==> src/verilog/core_pkg.sv <==
package core_pkg;

    ////////////////////
    // Widths
    ////////////////////

    // Data and address width
    localparam int unsigned XLEN = 32;

    // Boot address counts words, two zero bits appended at reset
    localparam int unsigned BOOT_ADDR_W = XLEN - 2;

    ////////////////////
    // PC increments
    ////////////////////

    // Step after a 16-bit compressed word
    localparam logic [XLEN-1:0] PC_INC_C = 32'd2;

    // Step after a full 32-bit word
    localparam logic [XLEN-1:0] PC_INC_I = 32'd4;

    ////////////////////
    // PC source
    ////////////////////

    // What a stage asks of the PC controller
    typedef enum logic [1:0] {
        PC_SEQ    = 2'b00,
        PC_JUMP   = 2'b01,
        PC_BRANCH = 2'b10
    } pc_source_t;

    ////////////////////
    // IF/ID bundle
    ////////////////////

    // Contents of the IF/ID register, 65 bits
    typedef struct packed {
        // Address the word was fetched from
        logic [XLEN-1:0] pc;
        // Raw fetched word
        logic [XLEN-1:0] instr;
        // Cleared for a bubble
        logic            valid;
    } if_id_t;

endpackage

==> src/verilog/if_id_reg.sv <==
`timescale 1ns/100ps

module if_id_reg import core_pkg::*; (
    input  logic   clk_i,
    input  logic   rst_n_i,

    // Hold contents
    input  logic   stall_i,
    // Turn the incoming slot into a bubble
    input  logic   flush_i,

    // Fetch bundle in
    input  if_id_t fetch_i,

    // Registered bundle out
    output if_id_t id_o
);

    ////////////////////
    // Pipeline register
    ////////////////////

    if_id_t id_q;

    always_ff @(posedge clk_i, negedge rst_n_i) begin
        if (!rst_n_i) begin
            // Empty pipeline after reset
            id_q <= '0;
        end else if (!stall_i) begin
            id_q.pc    <= fetch_i.pc;
            id_q.instr <= fetch_i.instr;
            // Wrong-path fetch kept visible but marked invalid
            id_q.valid <= fetch_i.valid & ~flush_i;
        end
    end

    assign id_o = id_q;

endmodule

==> config.mk <==
export PLATFORM = sky130hd
export DESIGN_NAME = if_id_reg
export DESIGN_NICKNAME = d
export VERILOG_FILES = /design/src/verilog/core_pkg.sv /design/src/verilog/if_id_reg.sv
export SDC_FILE = /design/constraint.sdc
export NUM_CORES = 1
export LEC_CHECK = 0
export ABC_AREA = 1
export BUFFER_PORTS_ARGS = -buffer_cell sky130_fd_sc_hd__buf_2
export CORE_ASPECT_RATIO = 2
export CORE_MARGIN = 8
export CORE_UTILIZATION = 44
export CTS_CLUSTER_DIAMETER = 200
export DETAILED_ROUTE_END_ITERATION = 8
export PLACE_DENSITY = 0.82
export SLEW_MARGIN = 25
export SYNTH_ARGS = -nofsm -noshare
export SYNTH_HDL_FRONTEND = slang
export SYNTH_SLANG_ARGS = --single-unit
==> constraint.sdc <==
create_clock -name clk_i -period 0.85 [get_ports clk_i]
set_clock_uncertainty 0.1 [all_clocks]
set_input_delay 0.0425 -clock clk_i [delete_from_list [all_inputs] [get_ports clk_i]]
set_output_delay 0.0425 -clock clk_i [all_outputs]
set_load 0.05 [all_outputs]
After elaboration in Yosys (flattened, before gate mapping)
Index checks and enable logic that the tools add are counted.
Widths: inputs -> output; s select.
{"block": "word_totals", "ff_bits": 65, "input_bits": 69, "word_cells": 5}
{"block": "classes", "bitwise_logic": 2}
{"cell": "$and 1x1->1", "n": 1}
{"cell": "$not 1->1", "n": 1}

Logic depth before layout (Yosys ltp)
{"block": "depth", "word_depth": 2, "depth_mapped": 5, "mapped_depth_nobuf": 3}

Least setup slack after synthesis
Ideal clock, no wire load.
{"block": "synth_path", "path_kind": "flip-flop to flip-flop", "from": "reg, netlist name id_o[0]", "to": "reg id_q (netlist bit id_o[0])", "setup_time_ns": 0.118, "arrival_time_ns": 0.718, "required_ns": 0.632, "path_slack_ns": -0.086, "path_stages_with_launch": 3, "path_buffers": 0, "synth_period_minus_slack_ns": 0.936, "path_cell_list": "dfrtp_1 -> nand2_1 -> nand2_1"}
{"element": "end, declared", "line_no": "if_id_reg.sv:23", "rtl": "if_id_t id_q;"}

Final worst setup path
{"block": "layout_path", "from": "reg id_q (netlist bit id_o[58])", "to": "out id_o[58] (netlist name)"}
{"element": "end, declared", "line_no": "if_id_reg.sv:16", "rtl": "output if_id_t id_o"}
No word-level cell between the ends.

==> out/qor.log <==
qor: clock_tree.clock_tree_from_tritoncts done
qor: critical_path.timing.critical_path.from id_o[58]
qor: floorplanning.floorplan.die_area 8510 µm²
qor: min_path.worst_min_delay_path_class in2reg
qor: global_routing.globalRoute.totalOverflow 0
qor: job.maxcap_violations 0
qor: global_routing.first_global_vias 2985
qor: power.power.ir.vdd_worst 0.00180 V
qor: final_layout.multiInputGateArea 788 µm²
qor: floorplanning.die-width 69.4 µm
qor: critical_path.crit_type reg2out
qor: global_routing.antenna_violations_before_repair 0
qor: floorplanning.dieHeight 123 µm
qor: floorplanning.fp-row-count 39
qor: final_layout.largest_register_ff_count 65
qor: critical_path.rr_worst_depth 3
qor: sta.final-max-slew-violation-count 0
qor: detailed_routing.routed_wirelength 10500 µm
qor: min_path.hold_path_depth 5
qor: yosys.synth.yosys.warnings 0
qor: power.power_frac_seq 35.3%
qor: critical_path.crit_path_max_fanout 2
qor: sta.fmaxAchievable 0.954 GHz
qor: yosys.netlist_area 2500 µm²
qor: clock_tree.clk_pin_slew 0.06 ns
qor: clock_tree.cts_htree_levels 3
qor: sta.layout_worst_path_cycle_share 123%
qor: yosys.cell_types_occupying_the_most_area_after_synthesis sky130_fd_sc_hd__dfrtp_1, sky130_fd_sc_hd__nand2_1, sky130_fd_sc_hd__buf_6
qor: power.leakagePower 2.54 nW
qor: clock_tree.insertion_delay 0.31 ns
qor: power.power-per-cell-area 2130 nW/µm²
qor: critical_path.worstSetupStartpointType flip-flop
qor: status.outcome finished with violations
qor: yosys.postSynthCellCount 276
qor: yosys.syn-num-nets 345
qor: sta.slew_headroom 77.5%
qor: clock_tree.clk_path_buf_depth 2
qor: detailed_routing.drtIter0Drc 210
qor: critical_path.worst-endpoint-arrival 0.91 ns
qor: critical_path.reg2reg_setup_slack -0.04 ns
qor: power.comb_power_share 26.7%
qor: final_layout.drive_above_1_share 49.3%
qor: final_layout.final_cell_count_no_fill 556
qor: yosys.synth_top_area_share 64.9%
qor: power.power_report.internal_total 7.28 mW
qor: detailed_routing.routed_wire_length_per_instance 19.0 µm
qor: sta.final.hold.worst_slack 0.135 ns
qor: critical_path.cp_slowest_cell sky130_fd_sc_hd__dfrtp_2
qor: global_routing.grt_max_degree 66
qor: sta.setup_tns -11.56 ns
qor: floorplanning.ios 134
qor: detailed_routing.drt-pass1-iter-count 4
qor: final_layout.antenna-diode-count 0
qor: sta.setup_viol 68
qor: detailed_routing.ant_nets 0
qor: global_routing.track_usage 23.3%
qor: clock_tree.cts_inserted_buffers 9
qor: critical_path.critical-path-top-delay-family flip-flops
qor: detailed_routing.vias 2756
qor: yosys.synth_top_cell_by_area sky130_fd_sc_hd__dfrtp_1
qor: critical_path.critical_path_cell_count 1
qor: yosys.yosysUniqueCellTypes 8
qor: place.post-place-cells 461
qor: place.detailedPlacementHpwl 4620 µm
qor: critical_path.path_buf_inv 1
qor: power.netSwitchingPower 3.15 mW
qor: critical_path.worst-endpoint-required 0.71 ns
qor: power.power_frac_clock 38.1%
qor: final_layout.flow.area_growth_from_synthesis 95.8%
qor: critical_path.endpoint_kind output port
qor: yosys.syn-mean-instance-area 9.08 µm²
qor: min_path.holdCritStartpoint stall_i
qor: clock_tree.cts-root-buf sky130_fd_sc_hd__clkbuf_16
qor: floorplanning.initial_core_utilization 44.6%
qor: floorplanning.core-area 5610 µm²
qor: sta.final-hold-violation-count 0
qor: clock_tree.total_number_of_clock_tree_sinks 65
qor: global_routing.grt_pass1_wl 15700 µm
qor: critical_path.timing.rr.start id_o[52]
qor: detailed_routing.total_drc_errors_in_the_routed_layout 0
qor: detailed_routing.via_per_inst 4.96
qor: sta.finalWorstPathRequiredPeriod 1.05 ns
qor: final_layout.final-seq-area 1710 µm²
qor: yosys.synth_sequential_area_ratio 64.9%
qor: place.number_of_input_and_output_port_buffers_inserted 133
qor: sta.max_slew.worst_pin.slew 0.337 ns
qor: critical_path.worst_path_largest_cell_delay 0.43 ns
qor: place.gp_congestion 0.735
qor: sta.postLayoutSetupSlackWorst -0.199 ns
qor: final_layout.num-fill-cells 232
qor: yosys.yosys_register_bits 65
qor: critical_path.path_cells buf_8
qor: final_layout.design.final.nets 559
qor: sta.rsz0062_at_grt true
qor: power.swShare 30.2%
qor: status.violations setup timing
==> placed cells by master (no fill, tap or decap) <==
cell                            count
sky130_fd_sc_hd__buf_2             68
sky130_fd_sc_hd__clkbuf_8           2
sky130_fd_sc_hd__nand2_2           13
sky130_fd_sc_hd__nand3_1            1
sky130_fd_sc_hd__clkbuf_16          9
sky130_fd_sc_hd__buf_8              6
sky130_fd_sc_hd__dfrtp_2           65
sky130_fd_sc_hd__inv_1              1
sky130_fd_sc_hd__nand2_4            3
sky130_fd_sc_hd__clkbuf_1           3
sky130_fd_sc_hd__inv_2              1
sky130_fd_sc_hd__dlygate4sd3_1     68
sky130_fd_sc_hd__nand2_1          178
sky130_fd_sc_hd__buf_12             5
sky130_fd_sc_hd__buf_6             70
sky130_fd_sc_hd__bufinv_16          2
==> power groups by stage <==
stage / clock network [mW] / logic [mW] / registers [mW]
2_1_floorplan: 0 / 0.358 / 4.60
3_3_place_gp: 0 / 1.93 / 3.60
3_5_place_dp: 0 / 1.96 / 3.59
4_1_cts: 4.04 / 2.54 / 3.63
5_1_grt: 4.20 / 2.91 / 3.70
6_report: 3.97 / 2.78 / 3.68
==> routing by layer <==
| metal | vias to the layer above | global-route usage (%) | part of all wire (%) |
|---|---|---|---|
| met5 | - | 0 | 0 |
| met4 | 0 | 10.5 | 2.4 |
| met3 | 28 | 9.63 | 10 |
| met2 | 182 | 39.0 | 51 |
| met1 | 1293 | 25.3 | 36 |
| li1 | 1253 | - | - |
==> what timing repair did <==
action | CTS | global route
pin swaps | 0 | 10
buffers inserted | 1 | 10
hold buffers | 68 | 0
hold endpoints to repair | 130 | 0
cloned | 0 | 0
endpoints found under the setup margin | 65 | 66
gates resized for setup | 131 | 35
==> metrics by stage <==
stage / setup slack [ns] / utilization, % / cell area [µm²] / total power [mW]
3_3_place_gp: 0.0442 / 58.6 / 3290 / 5.53
2_1_floorplan: -0.00408 / - / 2590 / 4.96
5_1_grt: -0.218 / 87.4 / 4900 / 10.8
6_report: -0.199 / 87.4 / 4900 / 10.4
3_5_place_dp: 0.0327 / 58.6 / 3290 / 5.55
4_1_cts: -0.194 / 84.0 / 4710 / 10.2
==> cell type report <==
cell class                      instances  share of cell area (%)
Clock inverter                          2                    1.22
Tap cell                               61                    1.56
Sequential cell                        65                    34.8
Multi-Input combinational cell        195                    16.1
Clock buffer                           14                    5.38
Inverter                                2                   0.153
Timing Repair Buffer                  217                    40.8
==> kinds of logic (layout without fill, tap and decap cells) <==
| group | Yosys count | after routing | share of synthesized area [%] |
|---|---|---|---|
| buf+inv | 16 | 235 | 5.79 |
| flops | 65 | 65 | 64.9 |
| simple gates | 195 | 195 | 29.3 |
==> Yosys cell counts <==
cell	count
sky130_fd_sc_hd__buf_2	2
sky130_fd_sc_hd__buf_4	2
sky130_fd_sc_hd__buf_6	10
sky130_fd_sc_hd__dfrtp_1	65
sky130_fd_sc_hd__inv_1	1
sky130_fd_sc_hd__inv_2	1
sky130_fd_sc_hd__nand2_1	194
sky130_fd_sc_hd__nand3_1	1
==> final timing paths <==
| kind | to |
|---|---|
| setup reg to reg | id_o[52] |
| hold / removal | id_o[47] |
| hold reg to reg | id_o[14] |
| setup / recovery | id_o[58] |
| min in group asynchronous | id_o[0] |
| max in group asynchronous | id_o[34] |
Power figures use the tool's default switching activity.
