$ cat config.mk
export PLATFORM = sky130hd
export DESIGN_NAME = jump_decoder
export DESIGN_NICKNAME = d
export VERILOG_FILES = /design/src/verilog/core_pkg.sv /design/src/verilog/instr_pkg.sv /design/src/verilog/jump_decoder.sv
export SDC_FILE = /design/constraint.sdc
export NUM_CORES = 1
export LEC_CHECK = 0
export BUFFER_PORTS_ARGS = -buffer_cell sky130_fd_sc_hd__clkbuf_2
export CORE_MARGIN = 3
export CORE_UTILIZATION = 49
export DETAILED_ROUTE_END_ITERATION = 8
export PLACE_DENSITY = 0.85
export SYNTH_ARGS = -nofsm -noshare
export SYNTH_HDL_FRONTEND = slang
export SYNTH_SLANG_ARGS = --single-unit
$ cat constraint.sdc
create_clock -name vclk -period 3.31
set_input_delay 0 -clock vclk [all_inputs]
set_output_delay 0 -clock vclk [all_outputs]
set_load 0.02 [all_outputs]
$ cat src/verilog/core_pkg.sv
package core_pkg;

    ////////////////////
    // Widths
    ////////////////////

    // Data and address width
    localparam int unsigned XLEN = 32;

    // Boot address counts words, two zero bits appended at reset
    localparam int unsigned BOOT_ADDR_W = XLEN - 2;

    ////////////////////
    // PC increments
    ////////////////////

    // Step after a 16-bit compressed word
    localparam logic [XLEN-1:0] PC_INC_C = 32'd2;

    // Step after a full 32-bit word
    localparam logic [XLEN-1:0] PC_INC_I = 32'd4;

    ////////////////////
    // PC source
    ////////////////////

    // What a stage asks of the PC controller
    typedef enum logic [1:0] {
        PC_SEQ    = 2'b00,
        PC_JUMP   = 2'b01,
        PC_BRANCH = 2'b10
    } pc_source_t;

    ////////////////////
    // IF/ID bundle
    ////////////////////

    // Contents of the IF/ID register, 65 bits
    typedef struct packed {
        // Address the word was fetched from
        logic [XLEN-1:0] pc;
        // Raw fetched word
        logic [XLEN-1:0] instr;
        // Cleared for a bubble
        logic            valid;
    } if_id_t;

endpackage

$ cat src/verilog/instr_pkg.sv
package instr_pkg;

    ////////////////////
    // Opcodes
    ////////////////////

    // Full-width JAL
    localparam logic [6:0] OPC_JAL = 7'b1101111;

    // Low bits of any full-width word
    localparam logic [1:0] OP_FULL = 2'b11;

    // Compressed quadrant 1 and its jump funct3 codes
    localparam logic [1:0] C_OP_C1  = 2'b01;
    localparam logic [2:0] C_F3_J   = 3'b101;
    localparam logic [2:0] C_F3_JAL = 3'b001;

    // Reserved illegal encoding
    localparam logic [31:0] ILLEGAL_INSTR = 32'h0000_0000;

    ////////////////////
    // Formats
    ////////////////////

    // J-type, offset bits scattered as the ISA places them
    typedef struct packed {
        logic       imm_20;
        logic [9:0] imm_10_1;
        logic       imm_11;
        logic [7:0] imm_19_12;
        logic [4:0] rd;
        logic [6:0] opcode;
    } j_type_t;

    // CJ format of C.J and C.JAL
    typedef struct packed {
        logic [2:0] funct3;
        logic       imm_11;
        logic       imm_4;
        logic [1:0] imm_9_8;
        logic       imm_10;
        logic       imm_6;
        logic       imm_7;
        logic [2:0] imm_3_1;
        logic       imm_5;
        logic [1:0] op;
    } cj_type_t;

    // Two halfwords, only the low one decoded
    typedef struct packed {
        cj_type_t hi;
        cj_type_t lo;
    } cj_pair_t;

    // One fetched word, read either way
    typedef union packed {
        j_type_t  j;
        cj_pair_t c;
    } instr_word_u;

endpackage

$ cat src/verilog/jump_decoder.sv
`timescale 1ns/100ps

module jump_decoder import core_pkg::*, instr_pkg::*; (
    // IF/ID contents
    input  if_id_t          id_i,

    // Requests towards the PC controller
    output logic            valid_id_o,
    output pc_source_t      pc_source_id_o,
    output logic [XLEN-1:0] jump_target_id_o,
    output logic            trap_id_o
);

    instr_word_u     word;
    logic            is_compressed;
    logic            is_jal;
    logic            is_cj;
    logic [XLEN-1:0] j_offset;
    logic [XLEN-1:0] cj_offset;
    logic [XLEN-1:0] offset;

    assign word = id_i.instr;

    ////////////////////
    // Decode
    ////////////////////

    assign is_compressed = (word.c.lo.op != OP_FULL);

    // Full JAL
    assign is_jal = ~is_compressed & (word.j.opcode == OPC_JAL);

    // C.J or C.JAL in quadrant 1
    assign is_cj = (word.c.lo.op == C_OP_C1)
                 & ((word.c.lo.funct3 == C_F3_J) | (word.c.lo.funct3 == C_F3_JAL));

    ////////////////////
    // Offsets
    ////////////////////

    // J-type, 21-bit signed, bit 0 zero
    assign j_offset = {{11{word.j.imm_20}},
                       word.j.imm_20,
                       word.j.imm_19_12,
                       word.j.imm_11,
                       word.j.imm_10_1,
                       1'b0};

    // CJ, 12-bit signed, bits rebuilt from scrambled field
    assign cj_offset = {{20{word.c.lo.imm_11}},
                        word.c.lo.imm_11,
                        word.c.lo.imm_10,
                        word.c.lo.imm_9_8,
                        word.c.lo.imm_7,
                        word.c.lo.imm_6,
                        word.c.lo.imm_5,
                        word.c.lo.imm_4,
                        word.c.lo.imm_3_1,
                        1'b0};

    assign offset = is_compressed ? cj_offset : j_offset;

    // PC relative target
    assign jump_target_id_o = id_i.pc + offset;

    ////////////////////
    // Outputs
    ////////////////////

    assign valid_id_o = id_i.valid;

    // Bubbles never redirect
    assign pc_source_id_o = (id_i.valid & (is_jal | is_cj)) ? PC_JUMP : PC_SEQ;

    // All-zero word is the reserved illegal encoding
    assign trap_id_o = id_i.valid & (id_i.instr == ILLEGAL_INSTR);

endmodule

==> Yosys cells after proc, flatten, opt, wreduce, memory -nomap -nowiden <==
Cells that the tools add are included.
W data, S select, Z words.
{ "word_totals": {"register_bits": 0, "elab_cells": 16, "input_bits": 65} }
{ "op_classes": {"mux": 2, "eq_ne": 5, "n_reduce_logical": 1, "n_bitwise": 7, "n_addsub": 1} }
{ "op_table": {"columns": ["op", "count"], "rows": [
  ["$add A32 B32 Y32", 1],
  ["$logic_not A32 Y1", 1],
  ["$mux W32", 1],
  ["$eq A7 B7 Y1 const B", 1],
  ["$and A1 B1 Y1", 4],
  ["$eq A3 B1 Y1 const B", 1],
  ["$eq A3 B3 Y1 const B", 1],
  ["$eq A2 B1 Y1 const B", 1],
  ["$ne A2 B2 Y1 const B", 1],
  ["$or A1 B1 Y1", 2],
  ["$mux W1", 1],
  ["$not A1 Y1", 1]
]} }

==> Logic depth before layout (Yosys ltp) <==
{ "logic_depth": {"ltp_word": 6, "ltp_mapped": 15} }

==> Worst setup path before layout <==
Ideal clock, no wire load.
{ "synth_path": {"path_kind": "input to output", "startpoint": "input port id_i[1] (netlist name)", "endpoint": "output port jump_target_id_o[27]", "setup_slack_ps": 444, "n_path_buf": 2, "t_arrival_ps": 2866, "cell_stages": 14, "cell_sequence": "and2_1 > buf_2 > buf_1 > nand2_1 > nand2_1 > ha_1 > inv_1 > fa_1 > nand2b_1 > a21oi_1 > o21ai_1 > o31a_1 > o21ba_2 > a311oi_1"} }
{ "synth_via": {"elab_chain_cells": 3} }
{ "synth_lines": {"columns": ["element", "line", "text"], "rows": [
  ["from (decl)", "jump_decoder.sv:5", "input if_id_t id_i,"],
  ["$ne A2 B2 Y1", "jump_decoder.sv:28", "assign is_compressed = (word.c.lo.op != OP_FULL);"],
  ["$mux W32", "jump_decoder.sv:61", "assign offset = is_compressed ? cj_offset : j_offset;"],
  ["$add A32 B32 Y32", "jump_decoder.sv:64", "assign jump_target_id_o = id_i.pc + offset;"],
  ["to (decl)", "jump_decoder.sv:10", "output logic [XLEN-1:0] jump_target_id_o,"]
]} }
Every way passes these cells.

==> Worst setup path in the final report <==
{ "layout_path": {"startpoint": "input port id_i[1] (netlist name)", "endpoint": "output port jump_target_id_o[25]"} }
The elaborated chain is that of the path after synthesis.

==> impl_metrics.sql <==
INSERT INTO impl_metrics (metric_group, metric, value, unit) VALUES
('floorplanning', 'fp_rows', '22', ''),
('worst_setup_path', 'setup_crit_end', 'jump_target_id_o[25]', ''),
('sta', 'number_of_setup_violations_in_the_final_report', '0', ''),
('min_path', 'holdCritPathClass', 'in -> out', ''),
('global_route', 'grt_max_degree', '12', ''),
('yosys', 'post_synth_inst_count', '300', ''),
('sta', 'timing.final.crit_share', '92.3', '%'),
('sta', 'final_period_minus_worst_setup_slack', '3060', 'ps'),
('yosys', 'synthesis.yosys.warnings', '0', ''),
('worst_setup_path', 'worst-path-max-fanout', '11', ''),
('drt', 'drcViolationCount', '0', ''),
('yosys', 'synthTopCellsByCount', '51 x sky130_fd_sc_hd__nand2_1, 32 x sky130_fd_sc_hd__ha_1, 29 x sky130_fd_sc_hd__a21oi_1, 17 x sky130_fd_sc_hd__a21o_1, 17 x sky130_fd_sc_hd__xnor2_1', ''),
('job', 'timing.max_cap.violations', '0', ''),
('pwr', 'totalPowerFinal', '0.000769', 'W'),
('layout', 'seq_area', '0', 'sq um'),
('floorplanning', 'die_area', '0.00492', 'sq mm'),
('run_status', 'outcome', 'completed', ''),
('place', 'port_buffers', '98', ''),
('clock_network', 'postCtsSetupBuffers', '0', ''),
('sta', 'clock.fmax', '327', 'MHz'),
('global_route', 'grt_pass1_wl', '10.3', 'mm'),
('clock_network', 'ctsHoldBuffers', '0', ''),
('global_route', 'global_route.usage.total', '23.8', '%'),
('worst_setup_path', 'critical_path.startpoint', 'id_i[1]', ''),
('floorplanning', 'boundaryPins', '101', ''),
('yosys', 'postSynthNetCount', '398', ''),
('drt', 'initialDrtViolationCount', '137', ''),
('worst_setup_path', 'critical-path-slowest-cell', 'sky130_fd_sc_hd__o41ai_2', ''),
('place', 'dpl_worst_slack', '310', 'ps'),
('floorplanning', 'design.core.area', '0.00380', 'sq mm'),
('floorplanning', 'fp.dieH', '70.1', 'microns'),
('worst_setup_path', 'crit_required', '3310', 'ps'),
('yosys', 'ys_seq_area_share', '0', '%'),
('worst_setup_path', 'crit_arrival', '3060', 'ps'),
('layout', 'nClkBuffers', '0', ''),
('worst_setup_path', 'worstPathBufferInverterCount', '3', ''),
('sta', 'finalHoldViolCount', '0', ''),
('sta', 'holdWs', '0.167', 'ps'),
('yosys', 'netlist-cell-type-count', '53', ''),
('worst_setup_path', 'crit_path_max_incr_delay', '410', 'ps'),
('sta', 'final.setup.worst_slack', '255', 'ps'),
('floorplanning', 'effective_utilization_at_floorplan', '53.1', '%'),
('place', 'gp_congestion', '0.962', ''),
('yosys', 'yosys-top-cells-area', 'sky130_fd_sc_hd__ha_1 20%, sky130_fd_sc_hd__nand2_1 9.5%, sky130_fd_sc_hd__xnor2_1 7.4%, sky130_fd_sc_hd__a21oi_1 7.2%, sky130_fd_sc_hd__a21o_1 6.3%', ''),
('pwr', 'power.leakage', '1.32', 'nW'),
('place', 'detailed_place.area', '0.00251', 'sq mm'),
('layout', 'design.seq.count', '0', ''),
('yosys', 'synth_cell_area', '0.00202', 'sq mm'),
('sta', 'finalMaxSlewViolations', '0', ''),
('worst_setup_path', 'critical_path_cell_count', '15', ''),
('layout', 'fillerInstances', '355', ''),
('yosys', 'yosys.cell_count.top_type', 'sky130_fd_sc_hd__nand2_1', ''),
('layout', 'area.growth.synth_to_final', '24.8', '%'),
('global_route', 'grt-ovfl-total', '0', ''),
('worst_setup_path', 'path_cells', 'clkbuf_2 > and2_1 > nand2_1 > nand2_1 > ha_1 > inv_1 > fa_1 > nand2b_1 > a21oi_1 > o21ai_1 > o41ai_2 > a32oi_1 > o21bai_1 > xor2_1 > clkbuf_2', ''),
('worst_setup_path', 'start_kind', 'input port', ''),
('floorplanning', 'die_x', '70.1', 'microns'),
('drt', 'vias', '2539', ''),
('place', 'place_hpwl', '5.38', 'mm'),
('worst_setup_path', 'critical_path.endpoint_type', 'output pin', ''),
('layout', 'stdcell_area', '0.00251', 'sq mm'),
('layout', 'final_net_count', '488', ''),
('drt', 'drtPass1Iterations', '5', ''),
('pwr', 'power_per_cell_area', '306', 'mW/mm^2'),
('worst_setup_path', 'worstSetupPathType', 'in -> out', ''),
('global_route', 'antenna_found_initial', '0', ''),
('drt', 'routed_wirelength', '6.25', 'mm'),
('clock_network', 'post_cts_resize_count', '0', ''),
('sta', 'sum_of_negative_setup_slack', '0', 'ps'),
('yosys', 'postSynthAreaPerCell', '6.72', 'sq um'),
('pwr', 'worst_ir_drop_vdd', '0.000168', 'V');
-- layer usage --
metal | GRT usage [%] | vias to the layer above | share of wire (%)
met4 | 2.77 | 0 | 0.88
met3 | 1.15 | 6 | 7.1
met1 | 33.4 | 1137 | 45
met5 | 0 | - | 0
li1 | - | 1290 | -
met2 | 41.0 | 106 | 47
-- metrics by stage --
step           util [%]  instances
3_3_place_gp       66.2        436
2_1_floorplan         -        300
6_report           66.2        436
3_5_place_dp       66.2        436
5_1_grt            66.2        436
4_1_cts            66.2        436
-- final cells by class --
class / count / area [sq um] / area share, %
timing repair buffer: 101 / 513 / 20.4
tap: 48 / 60.1 / 2.39
inverter: 8 / 30.0 / 1.19
multi-input combinational: 279 / 1910 / 76.0
-- cell families after synthesis --
group | Yosys count | share of synthesized area [%]
adders and majority gates | 33 | 20.9
buffers and inverters | 21 | 5.15
AOI/OAI and AO/OA | 99 | 33.0
other | 1 | 0.186
xor gates and xnor gates | 28 | 12.2
and+or+nand+nor | 118 | 28.7
-- worst min-delay path by stage --
stage                  start             endpoint  cells past startpoint
global route        id_i[33]  jump_target_id_o[0]                      0
global placement    id_i[33]  jump_target_id_o[0]                      0
CTS                 id_i[33]  jump_target_id_o[0]                      0
floorplan           id_i[33]  jump_target_id_o[0]                      1
detailed placement  id_i[33]  jump_target_id_o[0]                      0
finish              id_i[33]  jump_target_id_o[0]                      0
-- placed cells by master, fill, tap and decap left out, drive strengths merged, types with 3 or more instances in the layout --
master	count
nand2	51
ha	32
nor2	13
inv	8
nor4	7
nand2b	3
a31oi	3
a21oi	31
o21bai	4
o21ai	17
a21o	17
nand4	5
a21boi	3
and2	4
clkbuf	98
nand3	13
xor2	11
o211ai	3
a211oi	3
nor3	12
buf	3
xnor2	17
and3	4
-- power by group --
part	leakage (nW)	internal [W]	switching [W]
logic	1.32	0.000294	0.000474
clock network	0	0	0
registers	0	0	0
total	1.32	0.000294	0.000474
(Power assumes the default switching activity.)
